**src/design/mera_cfg.svh**
```systemverilog
// MERA-400 memory side, build constants
//   physical memory size
//   power-on delay and clear pulse length, in clock cycles

`ifndef MERA_CFG_SVH
`define MERA_CFG_SVH

// ------------------------------------------------------------------------
// memory
// ------------------------------------------------------------------------

// physical frames behind the map, matches the width of frame_t
`define MEM_FRAMES 4

// words in one frame, same as words in one logical page
`define MEM_PAGE_WORDS 4096

// ------------------------------------------------------------------------
// power supply
// ------------------------------------------------------------------------

// off low this long before pon comes up
`define PON_DLY_TICKS 20

// each clo / clm pulse lasts this many cycles
`define CLR_TICKS 4

`endif
```
**src/design/puks.sv**
```systemverilog
// power supply and clear sequencer
//   power-on delay after the switch is turned on
//   pon / pout supply state
//   clm + clo pulse on power-on and panel clear
//   clo pulse alone on cpu master clear (isk merging)

`timescale 1ns/10ps

`include "mera_cfg.svh"

module puks (
	input logic clk,
	input logic rst,
	// power switch, high means switched off
	input logic off,
	// panel clear
	input logic dcl,
	// cpu master clear
	input logic dmcl,
	output logic pon,
	output logic pout,
	output logic clo,
	output logic clm
);

	localparam int DLY_W = $clog2(`PON_DLY_TICKS + 1);
	localparam int CLR_W = $clog2(`CLR_TICKS + 1);

	logic [DLY_W-1:0] dly_cnt;
	logic [CLR_W-1:0] clr_cnt;
	logic pon_q;
	logic clo_q;
	logic clm_q;
	// last cycle of the power-on delay
	logic pon_rise;
	logic clm_req;
	logic clo_req;

	// ------------------------------------------------------------------------
	// supply state
	// ------------------------------------------------------------------------

	assign pon_rise = !off && !pon_q && (dly_cnt == DLY_W'(`PON_DLY_TICKS - 1));

	always_ff @(posedge clk) begin
		if (rst || off) begin
			// switch off kills the supply at once
			dly_cnt <= '0;
			pon_q <= 1'b0;
		end else if (!pon_q) begin
			if (pon_rise) begin
				pon_q <= 1'b1;
			end else begin
				dly_cnt <= dly_cnt + 1'b1;
			end
		end
	end

	// ------------------------------------------------------------------------
	// clear pulses
	// ------------------------------------------------------------------------

	// isk: both clears only with the supply up
	// power-on counts as a full clear
	assign clm_req = pon_rise || (pon_q && dcl);
	// master clear from the cpu resets the interfaces only
	assign clo_req = clm_req || (pon_q && dmcl);

	always_ff @(posedge clk) begin
		if (rst || off) begin
			clo_q <= 1'b0;
			clm_q <= 1'b0;
			clr_cnt <= '0;
		end else if (clo_req) begin
			// new request restarts the count
			clo_q <= 1'b1;
			// a running clm stays up through a restart
			clm_q <= clm_q | clm_req;
			clr_cnt <= CLR_W'(`CLR_TICKS - 1);
		end else if (clo_q) begin
			if (clr_cnt == '0) begin
				clo_q <= 1'b0;
				clm_q <= 1'b0;
			end else begin
				clr_cnt <= clr_cnt - 1'b1;
			end
		end
	end

	assign pon = pon_q;
	// pout is the inverse supply flag
	assign pout = !pon_q;
	assign clo = clo_q;
	assign clm = clm_q;

endmodule

```
**config.mk**
```make
export PLATFORM = sky130hd
export DESIGN_NAME = puks
export DESIGN_NICKNAME = d
export VERILOG_FILES = /design/src/design/puks.sv
export VERILOG_INCLUDE_DIRS = /design/src /design/src/design
export SDC_FILE = /design/constraint.sdc
export NUM_CORES = 1
export LEC_CHECK = 0
export CAP_MARGIN = 25
export CORE_AREA = 5 5 42 44
export DETAILED_ROUTE_END_ITERATION = 10
export DIE_AREA = 0 0 47 49
export DONT_BUFFER_PORTS = 1
export PLACE_DENSITY_LB_ADDON = 0.25
export SKIP_LAST_GASP = 1
export SLEW_MARGIN = 20
export SYNTH_ARGS = -nofsm -noshare
export SYNTH_HDL_FRONTEND = slang
export SYNTH_SLANG_ARGS = --single-unit
```
**constraint.sdc**
```tcl
create_clock -name clk -period 1.7 [get_ports clk]
set_clock_uncertainty 0.05 [all_clocks]
set_input_delay 0.34 -clock clk [delete_from_list [all_inputs] [get_ports clk]]
set_output_delay 0.34 -clock clk [all_outputs]
set_load 0.005 [all_outputs]
```
* Yosys cells after proc, flatten, opt, wreduce, memory -nomap -nowiden
Cells that the tools add are included.
Storage, ports and cells: bits in latches 0, flip-flop bits (word level) 11, bits in read-only memories 0, memories 0, input port bits 5, memory bits (writable) 0
Operators by class: add/subtract/negate cells 2, div/mod/pow operators 0, $lt $le $gt $ge 0, shift operators 0, multipliers 0, equality and inequality tests 2, reductions and logical operators 17, bitwise gates (word level) 4, muxes and demuxes 11
Operators by type and width (count):
- $mux W1 | 8
- $reduce_and A2 Y1 | 4
- $mux W2 | 3
- $add A5 B1 Y5 const B | 1
- $eq A5 B5 Y1 const B | 1
- $logic_and A1 B1 Y1 | 4
- $reduce_bool A2 Y1 | 2
- $logic_not A3 Y1 | 1
- $logic_or A1 B1 Y1 | 3
- $not A1 Y1 | 3
- $sub A3 B1 Y3 const B | 1
- $logic_not A1 Y1 | 2
- $ne A2 B2 Y1 const B | 1
- $reduce_or A2 Y1 | 1
- $or A1 B1 Y1 | 1

* Logic depth before layout (Yosys ltp)
depth in word-level cells 7, depth in mapped cells 5

* Worst setup path before layout
Ideal clock, no wire load.
path type register to register, start point register dly_cnt[2], end point register dly_cnt[0], path buffers 0, slack 0.156 ns, required time 1.528 ns, arrival 1.372 ns, stages on the path, launching flop included 4, cell sequence dfxtp_1 > nor4b_4 > mux2_1 > a311o_1
On the way: word-level cells in the longest chain between the ends 4
Ends and longest elaborated chain:
- from (decl) | RTL line puks.sv:29 | logic [DLY_W-1:0] dly_cnt;
- from (signal assigned) | RTL line puks.sv:54 | dly_cnt <= dly_cnt + 1'b1;
- $eq A5 B5 Y1 | RTL line puks.sv:43 | assign pon_rise = !off && !pon_q && (dly_cnt == DLY_W'(`PON_DLY_TICKS - 1));
- $logic_and A1 B1 Y1 | RTL line puks.sv:43
- $not A1 Y1 (no line)
- $reduce_and A2 Y1 (no line)
Every way passes these cells. A chain may end at the register's enable or synchronous reset.

* Final worst setup path
start point register dly_cnt[0], end point register dly_cnt[0]
On the way: word-level cells in the longest chain between the ends 4, elaborated cells between the ends (all ways) 5, classes of those cells add/sub: 1; eq/ne: 1; bitwise: 1; reduce/logical: 2
Ends and longest elaborated chain:
- branches (longest 4 deep; another with $add A5 B1 Y5)
Several ways; the timed one is not identified.

==> reports/results.ini <==
[final_layout]
layout_common_cells=11 x dfxtp_1, 6 x a21oi_1, 5 x inv_1, 5 x nor2_1, 5 x nand2_1
utilization=0.483
syn_to_final_growth_pct=8.42
nFillCells=154
drive_above_1_share=0.0946
diodes=0
final_common_cell=dfxtp_1
final_nets=83

[setup_path]
worstPathMaxFanout=8
required_ns=1.80
reg2regPathDepth=4
cp-end-kind=flop
crit_arrival_ns=1.69
start_kind=flop
worst-setup-path-type=reg -> reg

[sta]
finalSetupViolations=0
setup_ws_ns=0.113
relSlewSlack=0.736
worst_slew_pin_slew_ns=0.394
hold_violations=0
rsz0062_at_grt=no
fin_crit_sh=0.933
period_needed_ns=1.59
tns_ns=0
fmax_mhz=630
slew_violations=0

[logic_synthesis]
synth_top_family_by_area=simple AND/OR/NAND/NOR gates
synth_ff_type=dfxtp_1
synth-xor-area-share=0.0281
synth-edff-count=0
synth_seq_cells=11
yosys_warnings=0
synth.yosys.seq_area_share=0.353
synthAdderAreaFrac=0.0601
synth_area_per_cell_um2=8.92
synthDistinctLibCells=31
syn-instance-count=70
synthSimpleGateAreaFrac=0.293
synthesis.area_um2=624
synthArstFlopShare=0
synth_compound_area_frac=0.168
synth_fp_nets=78
synthMuxAreaShare=0.0541

[clock_network]
holdBufCountCts=0
clkLatencyLatePin_ns=0.26
cts_sinks=11
cts-buffers-inserted=3
postCtsSetupBuffers=0
root_buffer=clkbuf_4
tritoncts=built
h-tree-depth=1
clockBufferDepth=2
cts_resized=0
clk_pin_slew_ns=0.07

[routing]
drtIter0Drc=2
vias=521
detail_route.wl_per_cell_um=14.0
drc=0
finalWirelength_mm=1.26
antenna_left=0
viasPerCell=5.79
dr.pass1.iters=3

[die]
start_util=0.446
rows=14
die_w_um=47
dieArea_mm2=0.00230
pin_count=9
coreArea_mm2=0.00140
die_y_um=49

[worst_hold_path]
worstHoldPathCells=2
hold_path_class=in -> reg

[place]
hpwl_um=932
finalWeightedCongestion=0.803
portBuffers=0
place_ws_ns=0.125

[grt]
grt_overflow_total=0
grt_start_max_net_pins=12
grt_use_total=0.130
antenna_found_initial=0
grt_pass1_wl_mm=2.23
grt_pass1_vias=498

[pwr]
p_clk_frac=0.360
power_leakage_nw=0.225
internal-power_mw=0.378
power_density_mw_per_mm2=725
power.share.combinational=0.082
swShare=0.230
p_seq_frac=0.558
ir_worst_vdd_mv=0.547
switchingPower_mw=0.113

[outcome]
status=completed

[run]
maxCapViolations=0

==> metrics by stage <==
| stage | hold slack [ns] | area, µm² | total power [mW] | instances |
|---|---|---|---|---|
| 2_1_floorplan | 0.411 | 624 | 0.312 | 70 |
| 3_3_place_gp | 0.434 | 651 | 0.319 | 86 |
| 3_5_place_dp | 0.433 | 651 | 0.320 | 86 |
| 4_1_cts | 0.239 | 677 | 0.499 | 90 |
| 5_1_grt | 0.259 | 677 | 0.523 | 90 |
| 6_report | 0.247 | 677 | 0.491 | 90 |
==> critical path, stage by stage (launching register included) <==
cell and delay, ns:
dfxtp_1 0.36, ha_1 0.30, nor4bb_1 0.16, mux2_1 0.30, a311o_1 0.31
==> power groups by stage <==
stage	logic, mW	clock network, mW	registers [mW]
floorplan	0.0345	0	0.277
global placement	0.0402	0	0.279
detailed placement	0.0404	0	0.280
CTS	0.0408	0.184	0.273
global route	0.0453	0.203	0.275
finish	0.0401	0.177	0.274
==> cells in the mapped netlist (2+ instances only) <==
library cell,count,area share
a21oi_1,6,0.048
a311o_1,2,0.032
dfxtp_1,11,0.35
ha_1,3,0.060
inv_1,5,0.030
mux2_1,2,0.036
nand2_1,5,0.030
nand2b_1,2,0.020
nand3_1,2,0.016
nand4b_1,2,0.028
nor2_1,5,0.030
nor2b_1,2,0.020
nor4_1,2,0.020
nor4b_1,2,0.028
nor4bb_1,2,0.032
o21ai_0,2,0.016
==> sequential cells by signal (all words and copies together), names as in the netlist <==
register / flops
clm: 1
clo: 1
clr_cnt: 3
dly_cnt: 5
pon: 1
==> path summary, 6_finish.rpt <==
path,from,to,slack (ns)
min,dcl,clm,0.25
max,dly_cnt[0],dly_cnt[0],0.11
min reg2reg,clm,clm,0.44
max reg2reg,dly_cnt[0],dly_cnt[0],0.11
==> logic make-up (layout without fill, tap and decap cells) <==
kind of cell / count (synthesis) / after routing
fa+ha+maj: 3 / 3
simple gates: 28 / 28
xor+xnor: 2 / 2
mux: 3 / 3
compound gates: 16 / 16
flops: 11 / 11
buf+inv: 7 / 11
==> layout make-up <==
cell class	instances	area, µm²	share of cell area
multi-input cells	52	377	0.556
clock buffers	4	26.3	0.0388
flip-flops and latches	11	220	0.325
repair buffers	2	15.0	0.0222
inverters	5	18.8	0.0277
well taps	16	20.0	0.0296
==> layer usage <==
metal  wire [µm]  GRT usage
met5           0          0
met4          34     0.0415
met3          37     0.0554
met2         633      0.204
met1         554      0.156
Power figures use the tool's default switching activity.
