### src/design/mera_cfg.svh
// MERA-400 memory side, build constants
//   physical memory size
//   power-on delay and clear pulse length, in clock cycles

`ifndef MERA_CFG_SVH
`define MERA_CFG_SVH

// ------------------------------------------------------------------------
// memory
// ------------------------------------------------------------------------

// physical frames behind the map, matches the width of frame_t
`define MEM_FRAMES 4

// words in one frame, same as words in one logical page
`define MEM_PAGE_WORDS 4096

// ------------------------------------------------------------------------
// power supply
// ------------------------------------------------------------------------

// off low this long before pon comes up
`define PON_DLY_TICKS 20

// each clo / clm pulse lasts this many cycles
`define CLR_TICKS 4

`endif
### src/design/mera_pkg.sv
// MERA-400 memory side, shared bus types
//   word_t   - 16-bit bus word, bit 0 is the msb
//   nb_t     - memory block number (dnb)
//   page_t   - logical page from address bits 0..3
//   frame_t  - physical frame number
//   offset_t - word offset inside a page, address bits 4..15
//   map index helpers used by the map and the store

package mera_pkg;

	// bus word, numbered as on the real backplane
	typedef logic [0:15] word_t;

	// block number travels beside the address
	typedef logic [0:3] nb_t;

	// top nibble of the address picks the logical page
	typedef logic [0:3] page_t;

	// two bits for four frames of 4k words
	typedef logic [0:1] frame_t;

	// rest of the address, word inside the page
	typedef logic [0:11] offset_t;

	// one map entry per block and page
	typedef logic [7:0] map_idx_t;

	function automatic page_t page_of(input word_t ad);
		return ad[0:3];
	endfunction

	function automatic offset_t offset_of(input word_t ad);
		return ad[4:15];
	endfunction

	function automatic map_idx_t map_idx(input nb_t nb, input page_t page);
		return {nb, page};
	endfunction

endpackage

### src/design/mem_map.sv
// memory configuration block
//   page-to-frame map, one entry per block and logical page
//   written by configure cycles from the bus slave
//   default map restored on reset and on clm
//   combinational lookup for the bus slave

`timescale 1ns/10ps

`include "mera_cfg.svh"

module mem_map (
	input logic clk,
	input logic rst,
	// memory clear from the power sequencer
	input logic clm,
	// configure port
	input logic cfg_we,
	input mera_pkg::nb_t cfg_nb,
	input mera_pkg::page_t cfg_page,
	input logic cfg_valid,
	input mera_pkg::frame_t cfg_frame,
	// lookup port
	input mera_pkg::nb_t lookup_nb,
	input mera_pkg::page_t lookup_page,
	output logic lookup_valid,
	output mera_pkg::frame_t lookup_frame
);

	import mera_pkg::*;

	localparam int MAP_ENTRIES = 2 ** ($bits(nb_t) + $bits(page_t));

	// default map entries, block 0 pages 0 and 1
	localparam map_idx_t DEF_IDX0 = 8'd0;
	localparam map_idx_t DEF_IDX1 = 8'd1;
	localparam frame_t DEF_FRAME0 = 2'd0;
	localparam frame_t DEF_FRAME1 = 2'd1;

	logic valid_q [0:MAP_ENTRIES-1];
	frame_t frame_q [0:MAP_ENTRIES-1];
	map_idx_t wr_idx;
	map_idx_t rd_idx;
	logic clear;

	assign clear = rst || clm;
	assign wr_idx = map_idx(cfg_nb, cfg_page);
	assign rd_idx = map_idx(lookup_nb, lookup_page);

	// ------------------------------------------------------------------------
	// valid flags
	// ------------------------------------------------------------------------

	always_ff @(posedge clk) begin
		if (clear) begin
			// held in the default state while clm is up
			for (int i = 0; i < MAP_ENTRIES; i++) begin
				valid_q[i] <= 1'b0;
			end
			valid_q[DEF_IDX0] <= 1'b1;
			valid_q[DEF_IDX1] <= 1'b1;
		end else if (cfg_we) begin
			valid_q[wr_idx] <= cfg_valid;
		end
	end

	// ------------------------------------------------------------------------
	// frame numbers
	// ------------------------------------------------------------------------

	always_ff @(posedge clk) begin
		if (clear) begin
			// only the default entries need a frame
			frame_q[DEF_IDX0] <= DEF_FRAME0;
			frame_q[DEF_IDX1] <= DEF_FRAME1;
		end else if (cfg_we) begin
			frame_q[wr_idx] <= cfg_frame;
		end
	end

	// lookup straight from the table
	assign lookup_valid = valid_q[rd_idx];
	assign lookup_frame = frame_q[rd_idx];

endmodule

### config.mk
export PLATFORM = sky130hd
export DESIGN_NAME = mem_map
export DESIGN_NICKNAME = d
export VERILOG_FILES = /design/src/design/mera_pkg.sv /design/src/design/mem_map.sv
export VERILOG_INCLUDE_DIRS = /design/src /design/src/design
export SDC_FILE = /design/constraint.sdc
export NUM_CORES = 1
export LEC_CHECK = 0
export BUFFER_PORTS_ARGS = -buffer_cell sky130_fd_sc_hd__clkbuf_2
export CORE_MARGIN = 8
export CORE_UTILIZATION = 41
export DETAILED_ROUTE_END_ITERATION = 10
export PLACE_DENSITY_LB_ADDON = 0.1
export SYNTH_ARGS = -nofsm -noshare
export SYNTH_HDL_FRONTEND = slang
export SYNTH_SLANG_ARGS = --single-unit
### constraint.sdc
create_clock -name clk -period 3.2 [get_ports clk]
set_input_delay 0.32 -clock clk [delete_from_list [all_inputs] [get_ports clk]]
set_output_delay 0.32 -clock clk [all_outputs]
set_load 0.01 [all_outputs]
# Word level (Yosys, flattened, before mapping)
# Memories as Yosys holds them, arrays and structs flattened.
# Cells that the tools add are included.
[totals]
ff_bits = 0
mem_bits_rw = 768
inputBits = 23
out_inout_bits = 3
elab_cells = 20
n_memories = 2
[memory_table]
columns = ["name", "depth", "width", "read_ports", "rd_clocked_by_memory_dff", "wr", "line", "rtl"]
rows = [
  ["frame_q", 256, 2, 1, 0, 2, "mem_map.sv:40", "frame_t frame_q [0:MAP_ENTRIES-1];"],
  ["valid_q", 256, 1, 1, 0, 256, "mem_map.sv:39", "logic valid_q [0:MAP_ENTRIES-1];"],
]
[classes]
mux = 13
bitwise = 2
n_reduce_logical = 3
[op_table]
columns = ["cell", "n"]
rows = [
  ["8-bit two-way mux", 2],
  ["1-bit two-way mux", 10],
  ["2-bit two-way mux", 1],
  ["1-bit bitwise OR", 2],
  ["2-bit OR reduction", 1],
  ["1-bit logical OR", 1],
  ["1-bit OR reduction", 1],
]

# Longest topological paths before layout
[depth]
depth_word = 5
ltp_mapped = 12
mapped_depth_nobuf = 6

# Worst setup path after synthesis
# Ideal clock, no wire load.
[synth_timing]
kind = "input -> output"
from = "input port lookup_page[0]"
to = "output port lookup_valid"
arrival_ns = 2.277
required_ns = 2.880
slack_ns = 0.603
cell_stages = 7
n_path_buf = 3
cell_sequence = "buf_6 buf_6 buf_2 mux4_2 mux4_2 a221oi_2 o221ai_1"
[synth_between]
elab_chain_cells = 1
[synth_lines]
columns = ["item", "line", "rtl"]
rows = [
  ["start: declaration", "mem_map.sv:24", "input mera_pkg::page_t lookup_page,"],
  ["memory read 256 x 1 bit", "--", ""],
  ["end: declaration", "mem_map.sv:25", "output logic lookup_valid,"],
]
# No other way between the ends.

# Worst setup path after layout
[layout_timing]
from = "memory valid_q[3]"
to = "output port lookup_valid"
[layout_between]
elab_chain_cells = 1
[layout_lines]
columns = ["item", "line"]
rows = [
  ["start: declaration", "mem_map.sv:39"],
  ["memory read 256 x 1 bit", "--"],
]
# No other way between the ends.

==> out/qor.yml <==
run_status:
  outcome: "finished, violations left"
  violations: "negative setup slack"
sta:
  fin_skew_ns: 0
  clock.fmax_mhz: 305
  rsz0062_at_grt: "true"
  setup_tns_ns: -0.139
  fin_ws_ns: -0.0829
  final.min_clock_period_ns: 3.28
  max_slew_margin_pct: 19.4
  slew_violations: 0
  period_share_pct: 103
  setup_violations: 2
  tightest_slew_ns: 1.20
  hold_viol: 0
  whs_ns: 0.0338
floorplan:
  dieArea_mm2: 0.0935
  dieWidth_um: 306
  io-pin-count: 26
  initial_utilization_pct: 41.3
  rows: 106
  core_mm2: 0.0834
  dieHeight_um: 306
synth:
  yosysTopAreaCell: "edfxtp_1"
  synth_area_mm2: 0.0344
  synth_nets: 2310
  synth_edf_count: 766
  synth_warnings: 0
  avgSynthCellArea_um2: 15.0
  synth-seq-area-share_pct: 66.9
  synth.top_cells.by_area: "edfxtp_1 67%, mux4_2 13%, o21ai_0 3.8%"
  ys_types: 53
  async_reset_ff_share_pct: 0
  synthCells: 2287
  synth_top_area_share_pct: 66.8
  synth_flop_cell: "edfxtp_1"
  ys_ff_latch: 768
finish:
  multi_input_comb_area_mm2: 0.0104
  antenna_cells: 0
  final_area_mm2: 0.0392
  nets: 2342
  area_growth_pct: 13.9
  fin_util_pct: 47.0
  nFillCells: 7190
  drive_above_1_share_pct: 23.1
  final-seq-area_mm2: 0.0230
  final-instance-count-excl-fill: 3465
place:
  pre_cts_ws_ns: -0.131
  dpl_cell_area_mm2: 0.0365
  place.gp.congestion: 0.787
  hpwl_um: 61700
  dp_cells: 3313
  io_buffers: 25
setup_path:
  crit_family: "multiplexers"
  path_max_fanout: 1
  crit_top_cell: "mux4_2"
  path_buf_inv: 1
  worstSetupPathType: "flip-flop to output port"
  critPathArrivalTime_ns: 2.96
  slowest_stage: "mux4_2"
  cp_slowest_stage_delay_ns: 0.53
  reg2regPathDepth: 2
  end_kind: "output port"
  crit_cells: 7
  start_kind: "flip-flop"
  critical_path_required_ns: 2.88
  worstPathCellList: "mux4_2 > mux4_2 > a22oi_2 > nor2_1 > a221oi_2 > o221ai_2 > clkbuf_2"
power_and_ir_drop:
  clock_power_share_pct: 42.4
  power.total_mw: 22.1
  vdd_drop_max_uv: 453
  p_int_mw: 17.2
  combPwrFrac_pct: 6.6
  pwr-share-seq_pct: 51.0
  switching_power_mw: 4.91
  p_leak_nw: 13.3
  sw_frac_of_total_pct: 22.2
  power_density_mw_per_mm2: 564
grt:
  grt_max_degree: 164
  grt_pass1_vias: 21800
  gr-total-overflow: 0
  grt_usage_pct: 22.0
  antenna_found_initial: 10
  grt_pass1_wl_um: 152000
clock_tree:
  cts_tree: "done"
  htreeDepth: 3
  clk_pin_slew_ns: 0.06
  clock_sinks: 768
  worstSkewPairLatency_ns: 0.63
  cts_buffers: 84
  ctsRootBufferMaster: "clkbuf_16"
  cts.path.max_buffers: 3
route:
  drt_wl_total_um: 104000
  num_vias: 21100
  first_pass_iters: 5
  viasPerCell: 6.08
  drc: 0
  drt-initial-drc-count: 2415
  antenna_left: 0
  wire_per_inst_um: 30.1
hold_path:
  hold_depth: 3
  hp-class: "primary input to flip-flop"
flow_run:
  max-cap-violations: 0
-- worst register-to-register path, cell delays in order, from the launching register on --
cell and delay (ns):
dfxtp_1 0.32, a2111oi_0 0.31, nor2_1 0.07
-- Yosys cell counts (3+ instances only) --
cell / number
mux4_2: 201
a2111oi_0: 8
buf_4: 9
nor3_1: 19
or3_1: 3
buf_6: 10
a21oi_1: 13
clkbuf_1: 206
a22o_1: 4
and3_1: 193
nor2_1: 291
buf_2: 18
nand3_1: 17
nand2_1: 53
o21ai_0: 261
buf_12: 3
and2_1: 69
edfxtp_1: 766
nand2b_1: 12
o221ai_1: 10
o22ai_1: 4
a22oi_1: 16
nor2b_1: 13
mux2i_1: 37
nand4_1: 5
mux2_2: 5
a221oi_1: 3
buf_1: 4
-- power groups by stage --
stage | Sequential, mW | Combinational (mW) | Clock [mW]
final | 11.3 | 1.46 | 9.39
after global routing | 11.3 | 1.56 | 9.89
after CTS | 11.3 | 1.46 | 9.54
after detailed placement | 11.5 | 1.45 | 0
after global placement | 11.5 | 1.44 | 0
after floorplan | 11.5 | 0.828 | 0
-- cell families (layout without fill, tap and decap cells) --
| kind of cell | count (synthesis) | in the layout | synth area share (%) |
|---|---|---|---|
| buf+inv | 255 | 353 | 3.34 |
| mux | 243 | 243 | 14.4 |
| flops | 768 | 768 | 66.9 |
| compound gates | 337 | 337 | 5.49 |
| simple gates | 684 | 684 | 9.83 |
-- cells in the final DEF, fill, tap and decap left out, drive strengths merged, types with 10 or more instances in the layout --
cell / synthesis / routed
edfxtp: 766 / 766
nor2: 291 / 291
o21ai: 263 / 263
mux4: 201 / 201
and3: 193 / 193
buf: 45 / 177
clkbuf: 206 / 127
and2: 69 / 69
nand2: 53 / 53
mux2i: 37 / 37
clkinv: 0 / 34
nor3: 19 / 19
a22oi: 17 / 17
nand3: 17 / 17
nor2b: 13 / 13
a21oi: 13 / 13
nand2b: 12 / 12
o221ai: 10 / 10
-- path summary, 6_finish.rpt --
kind	from	end	slack, ns
setup reg to reg	valid_q[1]$_DFF_P_	valid_q[1]$_DFF_P_	2.39
hold / removal	rst	valid_q[0]$_DFF_P_	0.03
setup / recovery	valid_q[3]$_SDFFCE_PN0P_	lookup_valid	-0.08
hold reg to reg	valid_q[0]$_DFF_P_	valid_q[0]$_DFF_P_	0.51
-- flip-flops by register name, summed over array words and instances, names as in the netlist --
register and flops:
frame_q 512, valid_q 256
-- metal layers --
metal / global-route usage [%] / vias to the layer above / share of wire (%)
met5: 0 / - / 0.062
met4: 6.50 / 10 / 2.8
met3: 4.41 / 191 / 7.2
met2: 35.1 / 797 / 47
met1: 30.6 / 11100 / 43
li1: - / 8917 / -
-- timing repair --
item / 4_1_cts / 5_1_grt
hold buffers: 0 / 0
pin swaps: 6 / 3
resized for setup: 11 / 7
setup endpoints to repair: 3 / 3
buffers inserted: 0 / 0
-- layout make-up --
class / count / share of cell area (%)
Inverter: 4 / 0.0383
Clock inverter: 45 / 0.970
Clock buffer: 107 / 5.69
Sequential cell: 768 / 58.8
Multi-Input combinational cell: 1264 / 26.4
Tap cell: 1080 / 3.45
Timing Repair Buffer: 197 / 4.63
(Power assumes the default switching activity.)
